[src/sprite_dma_pkg.sv]
`default_nettype none

package sprite_dma_pkg;

    localparam int DATA_W     = 16;
    localparam int ADDR_W     = 11;
    localparam int PAL_ADDR_W = 13;

    // Register offsets on the CPU address while reg_cs is set
    localparam logic [ADDR_W-1:0] REG_OBJ_PTR   = 11'd0;
    localparam logic [ADDR_W-1:0] REG_DIRECT    = 11'd1;
    localparam logic [ADDR_W-1:0] REG_COPY_MODE = 11'd2;
    localparam logic [ADDR_W-1:0] REG_START     = 11'd4;

    // The palette image sits in the upper half of the list buffer
    localparam logic [ADDR_W-1:0] PAL_SRC_BASE = 11'd1024;
    localparam int                PAL_WORDS    = 1024;

    typedef enum logic [2:0] {
        idle,
        copy_pal,
        clear_obj,
        init_obj,
        copy_obj
    } copy_state_t;

endpackage

`default_nettype wire

[src/cpu_port.sv]
`timescale 1ns/1ps
`default_nettype none

module cpu_port #(
    parameter int DATA_W = sprite_dma_pkg::DATA_W,
    parameter int ADDR_W = sprite_dma_pkg::ADDR_W
) (
    input  wire logic              clk,
    input  wire logic              reset,
    input  wire logic [ADDR_W-1:0] addr,
    input  wire logic [DATA_W-1:0] din,
    input  wire logic              wr,
    input  wire logic              reg_cs,
    input  wire logic              buf_cs,
    input  wire logic              busy,
    input  wire logic [ADDR_W-1:0] eng_buf_addr,
    output logic                   buf_we,
    output logic      [ADDR_W-1:0] buf_waddr,
    output logic      [ADDR_W-1:0] buf_raddr,
    output logic      [7:0]        reg_obj_ptr,
    output logic      [2:0]        pal_bank,
    output logic                   direct_obj,
    output logic                   direct_pal,
    output logic                   start
);

    logic reg_wr;
    logic direct_any;

    assign reg_wr     = reg_cs && wr;
    assign direct_any = direct_obj || direct_pal;

    always_ff @(posedge clk or posedge reset) begin
        if (reset) begin
            reg_obj_ptr <= '0;
            pal_bank    <= '0;
            direct_obj  <= 1'b0;
            direct_pal  <= 1'b0;
        end else if (reg_wr) begin
            case (addr)
                sprite_dma_pkg::REG_OBJ_PTR: begin
                    reg_obj_ptr <= din[7:0];
                end
                sprite_dma_pkg::REG_DIRECT: begin
                    direct_obj <= din[0];
                    direct_pal <= din[1];
                end
                sprite_dma_pkg::REG_COPY_MODE: begin
                    pal_bank <= din[10:8]; // Only the bank field of the mode word is kept
                end
                default: begin
                end
            endcase
        end
    end

    // A start while a copy runs is ignored
    assign start = reg_wr && (addr == sprite_dma_pkg::REG_START) && !busy;

    // In direct mode the CPU buffer cycle belongs to the object or palette RAM
    assign buf_we    = buf_cs && wr && !busy && !direct_any;
    assign buf_waddr = addr;

    // The engine owns the read port from the start cycle on so its first word is ready
    assign buf_raddr = (busy || start) ? eng_buf_addr : addr;

    // An accepted start raises busy on the following edge
    assert property (@(posedge clk) disable iff (reset) start |=> busy);

endmodule

`default_nettype wire

[config.mk]
export PLATFORM = sky130hd
export DESIGN_NAME = cpu_port
export DESIGN_NICKNAME = d
export VERILOG_FILES = /design/src/sprite_dma_pkg.sv /design/src/cpu_port.sv
export SDC_FILE = /design/constraint.sdc
export NUM_CORES = 1
export LEC_CHECK = 0
export ABC_AREA = 1
export BUFFER_PORTS_ARGS = -buffer_cell sky130_fd_sc_hd__buf_2
export CORE_UTILIZATION = 33
export CTS_CLUSTER_SIZE = 25
export DETAILED_ROUTE_END_ITERATION = 16
export PLACE_DENSITY = 0.75
export REMOVE_ABC_BUFFERS = 1
export SYNTH_ARGS = -nofsm -noshare
export SYNTH_HDL_FRONTEND = slang
export SYNTH_SLANG_ARGS = --single-unit
[constraint.sdc]
create_clock -name clk -period 1.1 [get_ports clk]
set_input_delay 0.22 -clock clk [delete_from_list [all_inputs] [get_ports clk]]
set_output_delay 0.22 -clock clk [all_outputs]
set_load 0.01 [all_outputs]
==> results by stage <==
Clock tree:
- TritonCTS created 3 clock buffers.
- The root buffer cell chosen for the clock tree is clkbuf_4.
- TritonCTS built the clock tree.
- The clock tree buffer depth is 2.
- The clock reaches the later pin of the worst-skew pair after 270 ps.
- Clock tree synthesis found a total of 13 sinks.
- The level count of the clock H-tree is 1.
- Clock-pin slew was measured on the worst setup and hold paths at 80 ps.

Drt:
- In this run, the number of DRC markers left after iteration 0 of detailed routing was 13.
- The routed design has 3040 µm of wire.
- The routed layout has 1,143 vias.
- The post-detailed-route via-to-cell ratio is 4.61.
- In the routed design, unresolved DRC markers number 0.
- The iteration count of the initial detailed-routing pass is 4.
- The routed length per placed instance is 12.3 µm.
- The count of antenna-violating nets left after detailed routing is 0.

Run:
- The count of maximum capacitance violations is 0.

Synth:
- The cell count after synthesis is 128.
- The number of distinct library cells after synthesis is 14.
- The total of warnings raised by yosys is 0.
- The mean cell area of the mapped netlist is 6.98 µm².
- Counting flops and latches in the post-synthesis netlist gives 13.
- Sequential cells were found to cover 36.4% of the synthesized design area.
- The post-synthesis instance area is 893 µm².

Pwr:
- The total power density per cell area is 701 nW/µm².
- Combinational cells account for 32.2% of the total power.
- The clock network burns 25.8% of the power.
- The net switching share of the total power is 29.4%.
- IR analysis of the VDD net gives a maximum drop of 0.000717 V.
- The total internal power is 0.806 mW.
- In this run the static leakage power is 0.977 nW.
- The switching power summed over all nets is 0.336 mW.
- The sequential power share is 42.1%.

Die:
- The placeable core area is 2520 µm².
- The floorplan step set the die height to 54.0 µm.
- From left edge to right edge, the die measures 54.0 µm.
- Pin placement for this block handled 81 I/O pins.
- The floorplan has 18 rows.
- The die outline area is 2920 µm².
- For this configuration, the core starts out at a cell density of 35.4%.

Timing:
- The slew at the pin closest to its max-slew limit is 499 ps.
- In the finished design, the share of the clock period the worst path needs comes to 120%.
- The fmax is 758 MHz.
- The total count of max-transition violations in the final report is 0.
- Setup repair after global routing could not meet its margin everywhere.
- The clock period minus final worst setup slack is 1320 ps.
- The headroom to the max-slew limit is 66.7%.
- The worst hold slack is 191 ps.
- The worst setup margin is -220 ps.
- The final hold violation count is 0.
- Setup violations remaining at the end of the flow were counted as 15.
- The worst clock skew is 0 ps.

Global routing:
- For this run, the total global-route usage over all layers was measured as 22.3%.
- The largest net degree at the start of global routing is 17.
- The via count of the first global-routing pass is 1,060.
- The wire length of the first global-routing pass is 4730 µm.
- Summed over all layers, the global routing overflow is 0.
- The initial antenna violation count was 0.

Worst hold path:
- The instance count along the most critical hold path is 3.
- The kind of path behind the tightest hold check is in -> reg.
- For hold timing, the worst endpoint is pal_bank[2].
- The launch instance of the worst min-delay path is din[10].

Critical path:
- The slowest stage of the critical path is the buf_8 cell.
- The startpoint of the most critical register-to-register path is direct_pal.
- The longest individual stage delay on the worst path is 150 ps.
- The critical path class is in -> out.
- The data required time at the worst endpoint is 880 ps.
- The number of cells on the worst reg-to-reg path is 3.
- The signal on the critical path passes through buf_6 > nor2_4 > nand2_2 > nor2_4 > nand2_4 > buf_8 > nand3_2 > nand2_1 > buf_2.
- The maximum fanout along the worst path is 7.
- The kind of end point of the critical path is a primary output.
- The endpoint identified for the worst register-to-register timing path is direct_pal.
- The kind of launch point of the worst setup path is an input pin.
- The setup check on the worst reg-to-reg path leaves a slack of 380 ps.
- The signal arrival time at the worst endpoint is 1100 ps.
- The most frequent cell on the critical path is nor2_4.

Outcome:
- The final reports fail on setup timing.
- The run finished, with violations left.

Placement:
- Detailed placement ended at an HPWL of 2160 µm.
- The count of input and output buffers is 75.
- The area of placed instances is 1370 µm².
- The global placer's final weighted congestion is 0.794.

Layout:
- The layout overhead on the synthesized area is 82.4%.
- The filler cells instantiated in the layout total 230.
- The final-stage net count is 263.
- The post-route netlist has 60.6% of its cells at a drive strength greater than 1.
- The cell area after layout is 1630 µm².
- The count of antenna diodes in the layout is 0.
power by group through the flow:
stage	clock network [mW]	logic (mW)	registers (mW)
floorplan	0	0.0941	0.491
detailed placement	0	0.305	0.490
CTS	0.307	0.340	0.481
global placement	0	0.303	0.490
finish	0.294	0.367	0.481
global route	0.330	0.398	0.481
worst max-delay path by stage:
stage,from,to,slack (ps),cells after the start
2_1_floorplan,addr[8],buf_raddr[0],-300,7
3_3_place_gp,addr[1],buf_raddr[0],-250,9
3_5_place_dp,addr[1],buf_raddr[1],-280,9
4_1_cts,addr[0],buf_raddr[1],-210,9
5_1_grt,addr[1],buf_raddr[3],-280,9
6_report,addr[9],buf_raddr[3],-220,9
state kept, by name, indices dropped and copies added (netlist names):
register / cells
reg_obj_ptr: 8
pal_bank: 3
direct_obj: 1
direct_pal: 1
final cells by class:
class / instances / area, µm² / share of cell area [%]
timing repair buffer: 102 / 672 / 41.2
multi-input combinational: 93 / 542 / 33.3
sequential: 13 / 325 / 20.0
tap: 30 / 37.5 / 2.30
clock buffer: 4 / 26.3 / 1.61
inverter: 6 / 26.3 / 1.61
routing by layer:
layer  routed length, µm  GRT usage, %  vias to the layer above
met4                  16          5.13                        0
met1                1280          27.8                      535
met2                1680          39.9                       19
met5                   0             0                        -
met3                  64          3.39                        2
li1                    -             -                      587
logic make-up after synthesis:
| family | Yosys count | synth area share [%] |
|---|---|---|
| AND/OR/NAND/NOR | 93 | 48.2 |
| flip-flops | 13 | 36.4 |
| buffers and inverters | 22 | 15.4 |
per-stage QoR:
step / setup WS, ps / std cells / power [mW] / TNS (ps) / util (%)
2_1_floorplan: -295 / 112 / 0.585 / -4750 / -
3_3_place_gp: -254 / 239 / 0.793 / -5210 / 54.3
3_5_place_dp: -280 / 239 / 0.795 / -5650 / 54.3
4_1_cts: -209 / 249 / 1.13 / -2650 / 62.3
5_1_grt: -282 / 248 / 1.21 / -3300 / 64.6
6_report: -220 / 248 / 1.14 / -2640 / 64.6
worst max-delay path, delay by kind of cell:
kind          cells  cell delay (ps)
simple gates      6              490
buf+inv           3              380
Yosys cell counts:
cell / instances / area [µm²]
nand3_1: 16 / 80.1
nand2_1: 50 / 188
buf_6: 1 / 11.3
inv_1: 6 / 22.5
nor2_4: 2 / 22.5
buf_4: 12 / 90.1
nand4_1: 13 / 81.3
dfrtp_1: 13 / 325
nor3_1: 1 / 5.00
nor2_1: 6 / 22.5
nor2_2: 2 / 12.5
buf_2: 2 / 10.0
nand2_2: 3 / 18.8
buf_1: 1 / 3.75
layout by cell type (no fill, tap or decap), drive strengths merged:
| master | n |
|---|---|
| inv | 5 |
| nand3 | 16 |
| nand4 | 13 |
| buf | 101 |
| nor3 | 1 |
| clkinvlp | 1 |
| dlygate4sd3 | 1 |
| dfrtp | 13 |
| clkbuf | 4 |
| nor2 | 10 |
| nand2 | 53 |
what timing repair did:
item                                    CTS  global route
pin swaps                                16            13
hold endpoints to repair                 13             0
buffers inserted                          5             1
gates resized for setup                  26            18
endpoints found under the setup margin   13            28
cloned                                    0             0
hold buffers                              1             0
(Power assumes the default switching activity.)
