### config.mk
export PLATFORM = sky130hd
export DESIGN_NAME = memory_router
export DESIGN_NICKNAME = d
export VERILOG_FILES = /design/src/sprite_dma_pkg.sv /design/src/memory_router.sv
export SDC_FILE = /design/constraint.sdc
export NUM_CORES = 1
export LEC_CHECK = 0
export BUFFER_PORTS_ARGS = -buffer_cell sky130_fd_sc_hd__buf_2
export CAP_MARGIN = 20
export CORE_AREA = 4 4 78 80
export DETAILED_ROUTE_END_ITERATION = 7
export DIE_AREA = 0 0 82 84
export GPL_ROUTABILITY_DRIVEN = 0
export GPL_TIMING_DRIVEN = 1
export PLACE_DENSITY = 0.69
export SLEW_MARGIN = 10
export SYNTH_ARGS = -nofsm -noshare
export SYNTH_HDL_FRONTEND = slang
export SYNTH_SLANG_ARGS = --single-unit
### constraint.sdc
create_clock -name vclk -period 2
set_input_delay 0.2 -clock vclk [all_inputs]
set_output_delay 0.2 -clock vclk [all_outputs]
set_load 0.005 [all_outputs]
### src/sprite_dma_pkg.sv
`default_nettype none

package sprite_dma_pkg;

    localparam int DATA_W     = 16;
    localparam int ADDR_W     = 11;
    localparam int PAL_ADDR_W = 13;

    // Register offsets on the CPU address while reg_cs is set
    localparam logic [ADDR_W-1:0] REG_OBJ_PTR   = 11'd0;
    localparam logic [ADDR_W-1:0] REG_DIRECT    = 11'd1;
    localparam logic [ADDR_W-1:0] REG_COPY_MODE = 11'd2;
    localparam logic [ADDR_W-1:0] REG_START     = 11'd4;

    // The palette image sits in the upper half of the list buffer
    localparam logic [ADDR_W-1:0] PAL_SRC_BASE = 11'd1024;
    localparam int                PAL_WORDS    = 1024;

    typedef enum logic [2:0] {
        idle,
        copy_pal,
        clear_obj,
        init_obj,
        copy_obj
    } copy_state_t;

endpackage

`default_nettype wire

### src/memory_router.sv
`timescale 1ns/1ps
`default_nettype none

module memory_router #(
    parameter int DATA_W      = sprite_dma_pkg::DATA_W,
    parameter int ADDR_W      = sprite_dma_pkg::ADDR_W,
    parameter int PAL_ADDR_W  = sprite_dma_pkg::PAL_ADDR_W,
    parameter int CNT_W       = 10,
    localparam int PAL_IDX_W  = PAL_ADDR_W - 3
) (
    input  wire logic [ADDR_W-1:0]     addr,
    input  wire logic [DATA_W-1:0]     din,
    input  wire logic                  wr,
    input  wire logic                  buf_cs,
    input  wire logic                  direct_obj,
    input  wire logic                  direct_pal,
    input  wire logic [2:0]            pal_bank,
    input  wire logic                  busy,
    input  wire logic [CNT_W-1:0]      count,
    input  wire logic [DATA_W-1:0]     buf_rdata,
    input  wire logic [DATA_W-1:0]     obj_din,
    input  wire logic [DATA_W-1:0]     pal_din,
    input  wire logic [ADDR_W-1:0]     eng_obj_addr,
    input  wire logic [PAL_IDX_W-1:0]  eng_pal_addr,
    input  wire logic [DATA_W-1:0]     eng_data,
    input  wire logic                  eng_obj_we,
    input  wire logic                  eng_pal_we,
    output logic      [DATA_W-1:0]     dout,
    output logic      [ADDR_W-1:0]     obj_addr,
    output logic      [DATA_W-1:0]     obj_dout,
    output logic                       obj_we,
    output logic      [PAL_ADDR_W-1:0] pal_addr,
    output logic      [DATA_W-1:0]     pal_dout,
    output logic                       pal_we,
    output logic                       pal_cs
);

    logic cpu_wr;

    assign cpu_wr = buf_cs && wr;

    // Object RAM goes to the CPU first, then the engine, then the video scan
    assign obj_addr = direct_obj ? addr : (busy ? eng_obj_addr : ADDR_W'(count));
    assign obj_dout = direct_obj ? din : eng_data;
    assign obj_we   = direct_obj ? cpu_wr : (busy && eng_obj_we);

    assign pal_addr = {pal_bank, direct_pal ? addr[PAL_IDX_W-1:0] :
                                 (busy ? eng_pal_addr : PAL_IDX_W'(0))};
    assign pal_dout = direct_pal ? din : eng_data;
    assign pal_we   = direct_pal ? cpu_wr : (busy && eng_pal_we);
    assign pal_cs   = direct_pal && buf_cs;

    assign dout = direct_obj ? obj_din : (direct_pal ? pal_din : buf_rdata);

endmodule

`default_nettype wire

==> Flow_metrics.wiki <==
{| class="wikitable"
! Metric !! Value
|-
| Result of the run || completed
|-
| Worst slack on hold paths || between 0.4 and 0.5 ns
|-
| Slew HR || 70.6%
|-
| Core Box Area || 0.00541 mm^2
|-
| Slew @ Worst Pin || about 0.44 ns
|-
| GR Util met3 || about 1.2%
|-
| Ranking of synthesized cells by area || sky130_fd_sc_hd__mux2_4, sky130_fd_sc_hd__mux2i_1, sky130_fd_sc_hd__o21ai_1
|-
| Setup WS pre-CTS || a little over 0.5 ns
|-
| Sw frac || 40.2%
|-
| Worst hold path type || input port to primary output
|-
| Type of element launching the critical path || input port
|-
| Share of the synthesized area in compound gates (AO/OA/AOI/OAI) || between 10% and 20%
|-
| Multi-input logic area || 0.00109 mm^2
|-
| Count of flip-flops and latches || 0
|-
| Effective utilization at floorplan || 23.3%
|-
| Die area || between 0.006 and 0.007 mm^2
|-
| Top cell by count, worst path || sky130_fd_sc_hd__buf_2
|-
| Worst setup slack after layout || between 0.5 and 0.6 ns
|-
| Final-report setup violation count || 0
|-
| CP max stage cell || sky130_fd_sc_hd__nor2b_2
|-
| Maximum fanout along the worst path || 12
|-
| Total of warnings raised by yosys || 0
|-
| Initial DRC count || 26
|-
| Synth Area in Adders || 0%
|-
| Fraction of power consumed by combinational cells || 100.0%
|-
| Min Clock Period, post-route || between 1 and 1.5 ns
|-
| Total number of vias || approximately 1800
|-
| Met1 global-route usage || approximately an eighth
|-
| Critical path destination || pal_addr[8]
|-
| Hold Buf Count CTS || 0
|-
| Total nets after synthesis || 276
|-
| Main combinational cell family by area after synthesis || multiplexers
|-
| WL/cell || roughly 13 um
|-
| Post-CTS Setup Repair Bufs || 0
|-
| Global-route usage over all layers || a little over an eighth
|-
| Average size of a mapped cell || 8.76 um^2
|-
| Number of maximum-capacitance violations || 0
|-
| Total half-perimeter wirelength after legalization and detailed placement || between 4000 and 5000 um
|-
| Die boundary width || between 80 and 90 um
|-
| Required time at the endpoint of the critical path || between 1.5 and 2 ns
|-
| Upper clock frequency limit || 677 MHz
|-
| Register area share after synthesis || 0%
|-
| Number of placed instances, taps included || a little over 400
|-
| Post-synthesis mux area share || between 50% and 60%
|-
| Cell area after technology mapping || around 0.0013 mm^2
|-
| Y dimension of the die || about 84 um
|-
| Setup TNS || 0 ns
|-
| Worst supply voltage drop on vdd || ~0.093 mV
|-
| Share of cells above drive strength 1 || between 70 and 80%
|-
| Switching power total || 0.201 mW
|-
| Power per standard cell area || approximately 220 mW/mm^2
|-
| Internal Dissipation || 0.299 mW
|-
| Kind of critical path || input port to primary output
|-
| Number of port buffers || around 200
|-
| Initial DRT Pass Iterations || 4
|-
| CP cell instances || buf_2 -> nor2b_2 -> a22o_1 -> buf_2
|-
| Signed area change from the synthesized netlist to the final layout || 76.8%
|-
| Portion of total power attributed to sequential cells || 0%
|-
| Area fraction in and, or, nand and nor cells after synthesis || under 10%
|-
| Number of nets with antenna violations after detailed routing || 0
|-
| Number of diodes || 0
|-
| Count of unique library cells instantiated by Yosys || 17
|-
| Seq. cell area || 0 um^2
|-
| Final routed wirelength across all metal layers || 5170 um
|-
| Post-synthesis xor/xnor area fraction || 0%
|-
| Number of filler instances in the final layout || between 500 and 600
|-
| Final Hold Fails || 0
|-
| Static leakage || 1.37 nW
|-
| Worst Setup End Kind || primary output
|-
| Number of core rows || 27
|-
| Post-route insts no fill || slightly above 400
|-
| Number of antenna violations at the first check in global routing || 0
|-
| IO Pins || 207
|-
| Count of instances resized after the clock tree is built || 0
|-
| Via count of the first global-routing pass || approximately 1800
|-
| Startpoint of the most critical setup path || busy
|-
| Number of pins with negative max-slew slack in the final report || 0
|-
| # clk buffers || 0
|-
| DRC violation count after routing || 0
|-
| Average vias per placed instance || roughly 4.4
|-
| Most Crowded Layer GR || met2
|-
| Post-synthesis instance total || 144
|-
| Fraction of the cycle the final worst path needs || between 70% and 80%
|-
| Fin nets || ~470
|-
| Setup repair after global routing missed its margin || false
|-
| Cell type with the largest total area after synthesis || sky130_fd_sc_hd__mux2_4
|-
| Remaining Overflow, GRT || 0
|-
| Core Util, Final || 41.3%
|-
| Data arrival at the endpoint of the critical path || 1.28 ns
|-
| Largest stage delay on the critical path || 0.47 ns
|-
| Hold_sp || pal_bank[1]
|-
| Met2 global-route usage || 27.9%
|-
| Clock Power Share || 0%
|-
| Synth top area share || between 30% and 40%
|-
| Pin count of the biggest net entering global routing || 41
|-
| Wire length of the first global-routing pass || 7630 um
|}
## how the worst min path moves through the flow
stage / slack [ns] / depth (start not counted) / endpoint
floorplan: 0.48 / 1 / pal_addr[10]
global placement: 0.40 / 0 / pal_addr[10]
detailed placement: 0.40 / 0 / pal_addr[10]
CTS: 0.40 / 0 / pal_addr[10]
global route: 0.40 / 0 / pal_addr[11]
finish: 0.40 / 0 / pal_addr[11]
## power by group through the flow
stage	clock network, mW	registers (mW)	logic, mW
floorplan	0	0	0.263
global placement	0	0	0.499
detailed placement	0	0	0.506
CTS	0	0	0.507
global route	0	0	0.552
finish	0	0	0.500
## worst max-delay path: cells and delay by family
| family | cells | cell delay, ns |
|---|---|---|
| AOI/OAI and AO/OA | 1 | 0.21 |
| and+or+nand+nor | 1 | 0.47 |
| buffers and inverters | 2 | 0.39 |
## cell type report
type / instances / share of cell area, %
tap: 72 / 4.04
timing repair buffer: 205 / 47.0
multi-input combinational: 126 / 48.9
## per-stage QoR
step | area (um^2) | power (mW)
detailed placement | 2230 | 0.506
global route | 2230 | 0.552
CTS | 2230 | 0.507
finish | 2230 | 0.500
global placement | 2230 | 0.499
floorplan | 1260 | 0.263
## Yosys cell counts
master,count
sky130_fd_sc_hd__a32o_1,2
sky130_fd_sc_hd__o21ai_1,26
sky130_fd_sc_hd__a22o_1,11
sky130_fd_sc_hd__buf_8,1
sky130_fd_sc_hd__clkbuf_1,1
sky130_fd_sc_hd__mux2_2,4
sky130_fd_sc_hd__clkbuf_2,1
sky130_fd_sc_hd__buf_12,2
sky130_fd_sc_hd__nor2b_1,1
sky130_fd_sc_hd__and2_1,1
sky130_fd_sc_hd__nand2_1,26
sky130_fd_sc_hd__nor2b_2,1
sky130_fd_sc_hd__buf_4,4
sky130_fd_sc_hd__mux2_4,28
sky130_fd_sc_hd__buf_2,4
sky130_fd_sc_hd__mux2i_1,26
sky130_fd_sc_hd__buf_6,5
## placed cells by master, fill, tap and decap left out
master                    count
sky130_fd_sc_hd__buf_4        3
sky130_fd_sc_hd__nand2_1     26
sky130_fd_sc_hd__buf_2      201
sky130_fd_sc_hd__and2_1       1
sky130_fd_sc_hd__o21ai_1     26
sky130_fd_sc_hd__buf_12       1
sky130_fd_sc_hd__a22o_1      11
sky130_fd_sc_hd__mux2i_1     26
sky130_fd_sc_hd__mux2_4      28
sky130_fd_sc_hd__nor2b_1      1
sky130_fd_sc_hd__mux2_2       4
sky130_fd_sc_hd__nor2b_2      1
sky130_fd_sc_hd__a32o_1       2
## routing by layer
| layer | vias to the layer above | wire length (um) |
|---|---|---|
| met5 | - | 0 |
| met1 | 759 | 1770 |
| li1 | 904 | - |
| met2 | 107 | 2810 |
| met3 | 6 | 545 |
| met4 | 0 | 41 |
## logic make-up after synthesis
group,Yosys count
mux,58
simple gates,29
compound gates,39
buf+inv,18
Power figures use the tool's default switching activity.
