--- src/sprite_dma_pkg.sv ---
`default_nettype none

package sprite_dma_pkg;

    localparam int DATA_W     = 16;
    localparam int ADDR_W     = 11;
    localparam int PAL_ADDR_W = 13;

    // Register offsets on the CPU address while reg_cs is set
    localparam logic [ADDR_W-1:0] REG_OBJ_PTR   = 11'd0;
    localparam logic [ADDR_W-1:0] REG_DIRECT    = 11'd1;
    localparam logic [ADDR_W-1:0] REG_COPY_MODE = 11'd2;
    localparam logic [ADDR_W-1:0] REG_START     = 11'd4;

    // The palette image sits in the upper half of the list buffer
    localparam logic [ADDR_W-1:0] PAL_SRC_BASE = 11'd1024;
    localparam int                PAL_WORDS    = 1024;

    typedef enum logic [2:0] {
        idle,
        copy_pal,
        clear_obj,
        init_obj,
        copy_obj
    } copy_state_t;

endpackage

`default_nettype wire

--- src/copy_engine.sv ---
`timescale 1ns/1ps
`default_nettype none

module copy_engine #(
    parameter int DATA_W    = sprite_dma_pkg::DATA_W,
    parameter int ADDR_W    = sprite_dma_pkg::ADDR_W,
    parameter int PAL_IDX_W = sprite_dma_pkg::PAL_ADDR_W - 3
) (
    input  wire logic                 clk,
    input  wire logic                 reset,
    input  wire logic                 ce,
    input  wire logic                 start,
    input  wire logic [7:0]           reg_obj_ptr,
    input  wire logic [DATA_W-1:0]    buf_rdata,
    output logic                      busy,
    output logic      [ADDR_W-1:0]    eng_buf_addr,
    output logic      [ADDR_W-1:0]    eng_obj_addr,
    output logic      [PAL_IDX_W-1:0] eng_pal_addr,
    output logic      [DATA_W-1:0]    eng_data,
    output logic                      eng_obj_we,
    output logic                      eng_pal_we
);

    localparam logic [ADDR_W-1:0] PAL_LAST =
        ADDR_W'(sprite_dma_pkg::PAL_SRC_BASE + sprite_dma_pkg::PAL_WORDS - 1);

    sprite_dma_pkg::copy_state_t state;

    logic [ADDR_W-1:0] buf_addr_q;
    logic [ADDR_W-1:0] buf_addr_d;
    logic [ADDR_W:0]   next_entry; // Carries one extra bit to catch the run past the buffer end
    logic              list_end;
    logic [8:0]        obj_idx;
    logic [8:0]        next_idx;
    logic [3:0]        cols;
    logic [1:0]        word;
    logic [ADDR_W-1:0] pal_offset;
    logic [ADDR_W-1:0] slot_addr;

    assign busy       = state != sprite_dma_pkg::idle;
    assign word       = buf_addr_q[1:0]; // Entries stay four-word aligned
    assign cols       = 4'd1 << buf_rdata[12:11];
    assign next_idx   = obj_idx - 9'(cols); // Bit 8 flags a negative slot index
    assign pal_offset = buf_addr_q - sprite_dma_pkg::PAL_SRC_BASE;
    assign slot_addr  = ADDR_W'({(word == 2'd0) ? next_idx[7:0] : obj_idx[7:0], word});

    always_comb begin
        case (state)
            sprite_dma_pkg::idle: begin
                buf_addr_d = start ? sprite_dma_pkg::PAL_SRC_BASE : buf_addr_q;
            end
            sprite_dma_pkg::copy_pal: begin
                buf_addr_d = (buf_addr_q == PAL_LAST) ? '0 : buf_addr_q + 1'b1;
            end
            sprite_dma_pkg::init_obj: begin
                buf_addr_d = '0;
            end
            sprite_dma_pkg::copy_obj: begin
                if (word == 2'd3) begin
                    buf_addr_d = next_entry[ADDR_W-1:0];
                end else begin
                    buf_addr_d = buf_addr_q + 1'b1;
                end
            end
            default: begin
                buf_addr_d = buf_addr_q + 1'b1; // The clear phase uses the pointer as its counter
            end
        endcase
    end

    // The RAM sees the next address a cycle early, so buf_rdata always holds word buf_addr_q
    assign eng_buf_addr = (ce || !busy) ? buf_addr_d : buf_addr_q;

    always_ff @(posedge clk or posedge reset) begin
        if (reset) begin
            state      <= sprite_dma_pkg::idle;
            buf_addr_q <= '0;
            next_entry <= '0;
            list_end   <= 1'b0;
            obj_idx    <= '0;
            eng_obj_we <= 1'b0;
            eng_pal_we <= 1'b0;
        end else if (!busy) begin
            if (start) begin
                state      <= sprite_dma_pkg::copy_pal;
                buf_addr_q <= buf_addr_d;
            end
        end else if (ce) begin
            buf_addr_q <= buf_addr_d;
            eng_obj_we <= 1'b0;
            eng_pal_we <= 1'b0;
            case (state)
                sprite_dma_pkg::copy_pal: begin
                    eng_pal_we <= 1'b1;
                    if (buf_addr_q == PAL_LAST) begin
                        state <= sprite_dma_pkg::clear_obj;
                    end
                end
                sprite_dma_pkg::clear_obj: begin
                    eng_obj_we <= 1'b1;
                    if (&buf_addr_q) begin
                        state <= sprite_dma_pkg::init_obj;
                    end
                end
                sprite_dma_pkg::init_obj: begin
                    obj_idx  <= 9'h100 - 9'(reg_obj_ptr);
                    list_end <= 1'b0;
                    state    <= sprite_dma_pkg::copy_obj;
                end
                sprite_dma_pkg::copy_obj: begin
                    if (word == 2'd0 && (list_end || next_idx[8])) begin
                        state <= sprite_dma_pkg::idle;
                    end else begin
                        eng_obj_we <= 1'b1;
                        if (word == 2'd0) begin
                            obj_idx    <= next_idx;
                            next_entry <= {1'b0, buf_addr_q} + (ADDR_W + 1)'({cols, 2'b00});
                        end
                        if (word == 2'd3) begin
                            list_end <= next_entry[ADDR_W];
                        end
                    end
                end
                default: begin
                end
            endcase
        end
    end

    always_ff @(posedge clk) begin
        if (busy && ce) begin
            eng_data     <= (state == sprite_dma_pkg::clear_obj) ? '0 : buf_rdata;
            eng_pal_addr <= pal_offset[PAL_IDX_W-1:0];
            eng_obj_addr <= (state == sprite_dma_pkg::clear_obj) ? buf_addr_q : slot_addr;
        end
    end

    assert property (@(posedge clk) disable iff (reset) !(eng_obj_we && eng_pal_we));

    // Every write strobe falls before or with busy
    assert property (@(posedge clk) disable iff (reset) !busy |-> !(eng_obj_we || eng_pal_we));

endmodule

`default_nettype wire

--- config.mk ---
export PLATFORM = sky130hd
export DESIGN_NAME = copy_engine
export DESIGN_NICKNAME = d
export VERILOG_FILES = /design/src/sprite_dma_pkg.sv /design/src/copy_engine.sv
export SDC_FILE = /design/constraint.sdc
export NUM_CORES = 1
export LEC_CHECK = 0
export ABC_AREA = 0
export BUFFER_PORTS_ARGS = -buffer_cell sky130_fd_sc_hd__buf_2
export CORE_MARGIN = 3
export CORE_UTILIZATION = 40
export CTS_CLUSTER_SIZE = 12
export DETAILED_ROUTE_END_ITERATION = 10
export GPL_ROUTABILITY_DRIVEN = 0
export PLACE_DENSITY = 0.65
export SLEW_MARGIN = 20
export SYNTH_ARGS = -nofsm -noshare
export SYNTH_HDL_FRONTEND = slang
export SYNTH_SLANG_ARGS = --single-unit
--- constraint.sdc ---
create_clock -name clk -period 3.8 [get_ports clk]
set_input_delay 0.38 -clock clk [delete_from_list [all_inputs] [get_ports clk]]
set_output_delay 0.38 -clock clk [all_outputs]
set_load 0.005 [all_outputs]
==> reports/qor.csv, run 1 <==
stage,metric,value,unit
route,drt_pass1_iterations,5,
synthesis,synth_top_area_cell,edfxtp_1,
placed_design,dpl_cell_area,4660,µm²
synthesis,synth.most_common_cell,dfrtp_1,
sta,finClkSkew,0.0108,ns
synthesis,ys_top_cells_by_area,"edfxtp_1, dfrtp_1, o21ai_0, mux2_2, nor2_1",
pwr,power.share.clock,24.7,%
synthesis,ys_seq_area_share,48.2,%
placed_design,dpl_worst_slack,0.838,ns
global_route,antenna_found_initial,0,
synthesis,synth_ff_type,dfrtp_1,
pwr,power.switching,891,µW
pwr,swShare,35.5,%
sta,slew_viol_final,0,
clock_tree,cts_max_level,3,
global_route,grt_max_degree,39,
floorplanning,die_y,108,µm
route,wl_per_cell,16.2,µm
finish,fin_util,48.8,%
critical_path,required,3.42,ns
critical_path,end_kind,primary output,
clock_tree,clk_latency,0.35,ns
finish,n_fill_cell,928,
critical_path,arrival,2.80,ns
synthesis,syn-num-nets,451,
clock_tree,cts_tree,yes,
route,via_per_inst,5.38,
clock_tree,cts_made_buffers,9,
clock_tree,cts-resized-gates,0,
floorplanning,initial_core_util,41.7,%
global_route,grt_pass1_vias,3274,
floorplanning,rows,36,
pwr,powerDensity,517,nW/µm²
placed_design,placed_cells,605,
pwr,power_frac_seq,44.1,%
route,wl,10000,µm
global_route,grt_pass1_wl,16400,µm
floorplanning,dieArea,11600,µm²
global_route,overflow,0,
synthesis,syn_inst,410,
clock_tree,ctsHoldBuffers,0,
floorplanning,die_x,108,µm
critical_path,crit_path_max_fanout,13,
synthesis,syn_area,4160,µm²
sta,tns,0,ns
placed_design,dpl.hpwl,7340,µm
route,antenna_left,0,
synthesis,async_flop_share,52.1,%
floorplanning,core,9950,µm²
sta,setup_viol,0,
synthesis,yosys_warnings,0,
sta,hold_viol_final,0,
flow_run,maxCapViolCount,0,
outcome,status,"finished, final reports clean",
critical_path,path_class,flop to primary output,
synthesis,synth_common_cells,"dfrtp_1, nor2_1, o21ai_0",
sta,timing.fmax,0.314,GHz
sta,min_period,3.18,ns
synthesis,synth.distinct_cells,62,
clock_tree,cts-root-buf,clkbuf_8,
sta,fin_ws,0.617,ns
clock_tree,cts.path.max_buffers,2,
pwr,vdd_drop_max,0.221,mV
finish,diodes,0,
clock_tree,clock-sinks,73,
synthesis,avgSynthCellArea,10.1,µm²
clock_tree,cts.clk_slew.worst_paths,0.09,ns
pwr,p_int,1620,µW
synthesis,ys_seq_elements,73,
route,drc,0,
synthesis,synth.top_cell.area_share,25.3,%
finish,area_growth,17.0,%
route,drt_iter0_markers,258,
clock_tree,post_cts_buffers,0,
sta,relSlewSlack,37.9,%
route,num_vias,3342,
finish,nNetsFinal,524,
finish,design_area,4860,µm²
finish,drive_above_1_share,26.6,%
placed_design,port_buffers,78,
sta,rsz0062_at_grt,no,
floorplanning,ioPinCount,79,
sta,post-route-period-util,83.8,%
pwr,power_frac_comb,31.2,%
finish,final_cells,621,
synthesis,synth_enable_flop_cells,35,
sta,worst_pin_slew,0.930,ns
critical_path,cp-start-kind,flop,
global_route,grt_usage,18.2,%
hold_path,min_path_type,input port to async pin,
pwr,leakage,0.00211,µW
-- power by group through the flow --
stage	logic, µW	clock network (µW)	registers, µW
detailed placement	789	0	1130
global route	884	674	1130
floorplan	518	0	1080
global placement	784	0	1120
finish	784	620	1110
CTS	792	634	1110
-- layout make-up --
class	count	area (µm²)	area share, %
clock inverters	6	67.6	1.39
repair buffers	85	443	9.11
flip-flops and latches	73	2000	41.2
multi-input cells	289	1960	40.3
inverters	25	93.8	1.93
clock buffers	10	128	2.63
well taps	133	166	3.42
-- critical path, cell delays in order, from the launching register on --
cell and delay, ns:
dfrtp_1 0.47, ha_1 0.44, and4_1 0.26, and2_2 0.19
nand3_2 0.17, a31oi_2 0.38, nor3_1 0.12, a221o_1 0.28
buf_2 0.13
-- cells in the final DEF, fill, tap and decap left out, types with 4 or more instances in the layout --
cell / count
a211oi_1: 4
a21o_1: 4
a21oi_1: 21
a22oi_1: 7
a31oi_1: 4
buf_2: 78
buf_4: 7
clkbuf_8: 9
dfrtp_1: 38
edfxtp_1: 35
ha_1: 11
inv_1: 25
mux2_2: 13
mux2_4: 4
nand2_1: 26
nand2b_1: 7
nand3_1: 6
nor2_1: 36
nor2b_1: 18
nor3_1: 8
o21ai_0: 36
o22ai_1: 4
o2bb2ai_1: 5
o31ai_1: 6
xnor2_1: 14
xor2_1: 4
-- cell families (layout without fill, tap and decap cells) --
group	count (synthesis)	after routing	synth area share, %
simple gates	128	128	16.1
buf+inv	48	126	4.91
xor+xnor	18	18	3.79
flops	73	73	48.2
mux	20	20	5.69
compound gates	110	110	17.0
fa+ha+maj	13	13	4.28
-- per-layer routing --
metal / vias to the layer above / wire length, µm / GRT usage, %
li1: 1620 / - / -
met1: 1620 / 4560 / 24.6
met2: 89 / 4770 / 29.4
met3: 13 / 552 / 3.78
met4: 0 / 168 / 6.13
met5: - / 0 / 0
-- sequential cells by signal, indices dropped and copies added (netlist names), 3 cells and up --
signal,flops
buf_addr_q,11
state,3
obj_idx,9
eng_obj_addr,11
eng_pal_addr,8
next_entry,12
eng_data,16
-- path summary, 6_finish.rpt --
kind / start / to / slack [ns] / depth (start not counted)
min in group clk: buf_rdata[0] / eng_data[0]$_SDFFCE_PP0P_ / 0.32 / 2
setup reg to reg: obj_idx[0]$_DFFE_PP0P_ / obj_idx[0]$_DFFE_PP0P_ / 1.03 / 9
hold reg to reg: next_entry[1]$_DFFE_PP0P_ / next_entry[1]$_DFFE_PP0P_ / 0.52 / 1
setup / recovery: buf_addr_q[0]$_DFFE_PP0P_ / eng_buf_addr[7] / 0.62 / 8
max in group asynchronous: reset / buf_addr_q[9]$_DFFE_PP0P_ / 3.30 / 3
hold / removal: reset / obj_idx[2]$_DFFE_PP0P_ / 0.13 / 3
-- per-stage QoR --
stage / hold WS (ns) / power (µW)
6_report: 0.133 / 2510
5_1_grt: 0.182 / 2690
4_1_cts: 0.146 / 2540
3_5_place_dp: 0.496 / 1920
3_3_place_gp: 0.492 / 1900
2_1_floorplan: 0.420 / 1600
Power figures use the tool's default switching activity.
==> inputs of run 2 (changes only) <==
==> constraint.sdc (replaced) <==
create_clock -name clk -period 3.05 [get_ports clk]
set_input_delay 0.305 -clock clk [delete_from_list [all_inputs] [get_ports clk]]
set_output_delay 0.305 -clock clk [all_outputs]
set_load 0.005 [all_outputs]
==> reports/qor.csv, run 2 (synthesized netlist as in run 1, its figures left out) <==
stage,metric,value,unit,change
finish,layout_common_cells,"buf_2, dfrtp_1, nor2_1, o21ai_0, edfxtp_1",,
pwr,powerDensity,641,nW/µm²,+24%
global_route,grt_pass1_vias,3190,,-2.6%
clock_tree,cts.path.max_buffers,2,,unchanged
sta,worst_pin_slew,0.746,ns,-0.184 ns
global_route,busiest_layer,met2,,
sta,timing.fmax,0.352,GHz,
placed_design,dpl.hpwl,7350,µm,about the same
sta,setup_viol,0,,unchanged
global_route,antenna_found_initial,0,,unchanged
critical_path,arrival,2.53,ns,-0.27 ns
sta,min_period,2.84,ns,
finish,fin_util,49.2,%,+0.43 points
clock_tree,ctsHoldBuffers,0,,unchanged
sta,relSlewSlack,50.2,%,+12 points
route,drt_iter0_markers,256,,-0.78%
sta,finClkSkew,0.0117,ns,+0.000958 ns
route,drc,0,,unchanged
route,antenna_left,0,,unchanged
placed_design,port_buffers,78,,unchanged
critical_path,crit_path_max_fanout,12,,-1
global_route,grt_max_degree,39,,unchanged
finish,mostFrequentLayoutCell,buf_2,,
global_route,grt_use_met3,4.14,%,+0.36 points
clock_tree,cts_tree,yes,,
critical_path,reg2reg_slack,0.41,ns,-0.62 ns
floorplanning,dieArea,11600,µm²,unchanged
finish,n_fill_cell,932,,+0.43%
finish,nNetsFinal,529,,+0.95%
route,drt_pass1_iterations,4,,-1
clock_tree,clock-sinks,73,,unchanged
critical_path,cp-start-kind,flop,,
sta,tns,0,ns,unchanged
clock_tree,post_cts_buffers,0,,unchanged
finish,top_regs,"eng_data (16), next_entry (12)",,
floorplanning,rows,36,,unchanged
hold_path,min_path_type,input port to async pin,,
finish,largest_reg_flops,16,,unchanged
pwr,vdd_drop_max,0.248,mV,+12%
clock_tree,cts_made_buffers,9,,unchanged
outcome,status,"finished, final reports clean",,
sta,slew_viol_final,0,,unchanged
global_route,overflow,0,,unchanged
floorplanning,die_x,108,µm,unchanged
sta,rsz0062_at_grt,no,,
finish,area_growth,18.0,%,
pwr,leakage,0.00214,µW,+1.4%
critical_path,end_kind,primary output,,
floorplanning,ioPinCount,79,,unchanged
flow_run,maxCapViolCount,0,,unchanged
route,via_per_inst,5.31,,-1.4%
global_route,grt_pass1_wl,15600,µm,-4.7%
floorplanning,initial_core_util,41.7,%,unchanged
sta,hold_viol_final,0,,unchanged
critical_path,path_class,flop to primary output,,
clock_tree,cts-root-buf,clkbuf_8,,
global_route,globalRouteMet1Util,23.1,%,-1.4 points
route,num_vias,3321,,-0.63%
critical_path,timing.critical_path.from,buf_addr_q[0]$_DFFE_PP0P_,,
clock_tree,clk_latency,0.35,ns,about the same
sta,post-route-period-util,93.1,%,
finish,drive_above_1_share,27.6,%,+0.95 points
finish,largest_register,eng_data,,
global_route,grt_usage,17.3,%,-0.91 points
clock_tree,cts_max_level,3,,unchanged
global_route,use_met2,27.1,%,-2.2 points
clock_tree,cts-resized-gates,0,,unchanged
route,wl_per_cell,15.7,µm,-3.0%
critical_path,timing.rr.start,obj_idx[0]$_DFFE_PP0P_,,
clock_tree,cts.clk_slew.worst_paths,0.08,ns,about the same
floorplanning,die_y,108,µm,unchanged
route,wl,9820,µm,-2.3%
floorplanning,core,9950,µm²,unchanged
critical_path,required,2.74,ns,-0.68 ns
finish,diodes,0,,unchanged
-- run 2: cell types whose count changed in the layout (fill, tap and decap cells not counted), sizes merged --
| cell | before | now |
|---|---|---|
| clkbuf | 10 | 9 |
| inv | 26 | 27 |
| buf | 85 | 90 |
-- run 2: per-stage QoR --
stage / instances / setup slack (ns) / area (µm²) / hold WS, ns / power (µW)
after floorplan: 410 / 0.351 / 4160 / 0.420 / 1990
after detailed placement: 610 / 0.305 / 4700 / 0.458 / 2400
after global routing: 626 / 0.00551 / 4900 / 0.103 / 3350
after global placement: 610 / 0.363 / 4700 / 0.463 / 2380
final: 626 / 0.211 / 4900 / 0.0573 / 3140
after CTS: 626 / 0.188 / 4900 / 0.0656 / 3180
-- run 2: path summary, 6_finish.rpt --
kind,endpoint,depth (start not counted)
max in group asynchronous,next_entry[6]$_DFFE_PP0P_,3
min in group clk,eng_data[3]$_SDFFCE_PP0P_,2
setup reg to reg,obj_idx[2]$_DFFE_PP0P_,9
setup / recovery,eng_buf_addr[4],8
hold reg to reg,next_entry[1]$_DFFE_PP0P_,1
hold / removal,obj_idx[3]$_DFFE_PP0P_,3
-- run 2: where the power goes --
part           total [µW]  switching (µW)  internal, µW
Sequential           1380             148          1230
Clock                 774             391           383
Combinational         990             572           418
Total                3140            1110          2030
-- run 2: routing by layer --
metal  wire, µm  part of all wire (%)
met1       4440                    45
met2       4550                    46
met3        665                   6.8
met4        160                   1.6
met5          0                     0
-- run 2: final cells by class --
| cell class | instances | area, µm² | share of cell area, % |
|---|---|---|---|
| clock inverter | 7 | 76.3 | 1.56 |
| multi-input combinational | 289 | 1960 | 40.0 |
| clock buffer | 9 | 124 | 2.53 |
| tap | 133 | 166 | 3.39 |
| sequential | 73 | 2000 | 40.8 |
| timing repair buffer | 90 | 480 | 9.80 |
| inverter | 25 | 93.8 | 1.91 |
-- run 2: worst max-delay path: stages, from the launching register on --
cell,delay (ns)
dfrtp_1,0.48
ha_1,0.25
buf_4,0.18
nand2_1,0.11
nand2_1,0.07
a22oi_1,0.40
nand2_1,0.14
a311oi_1,0.37
buf_2,0.18
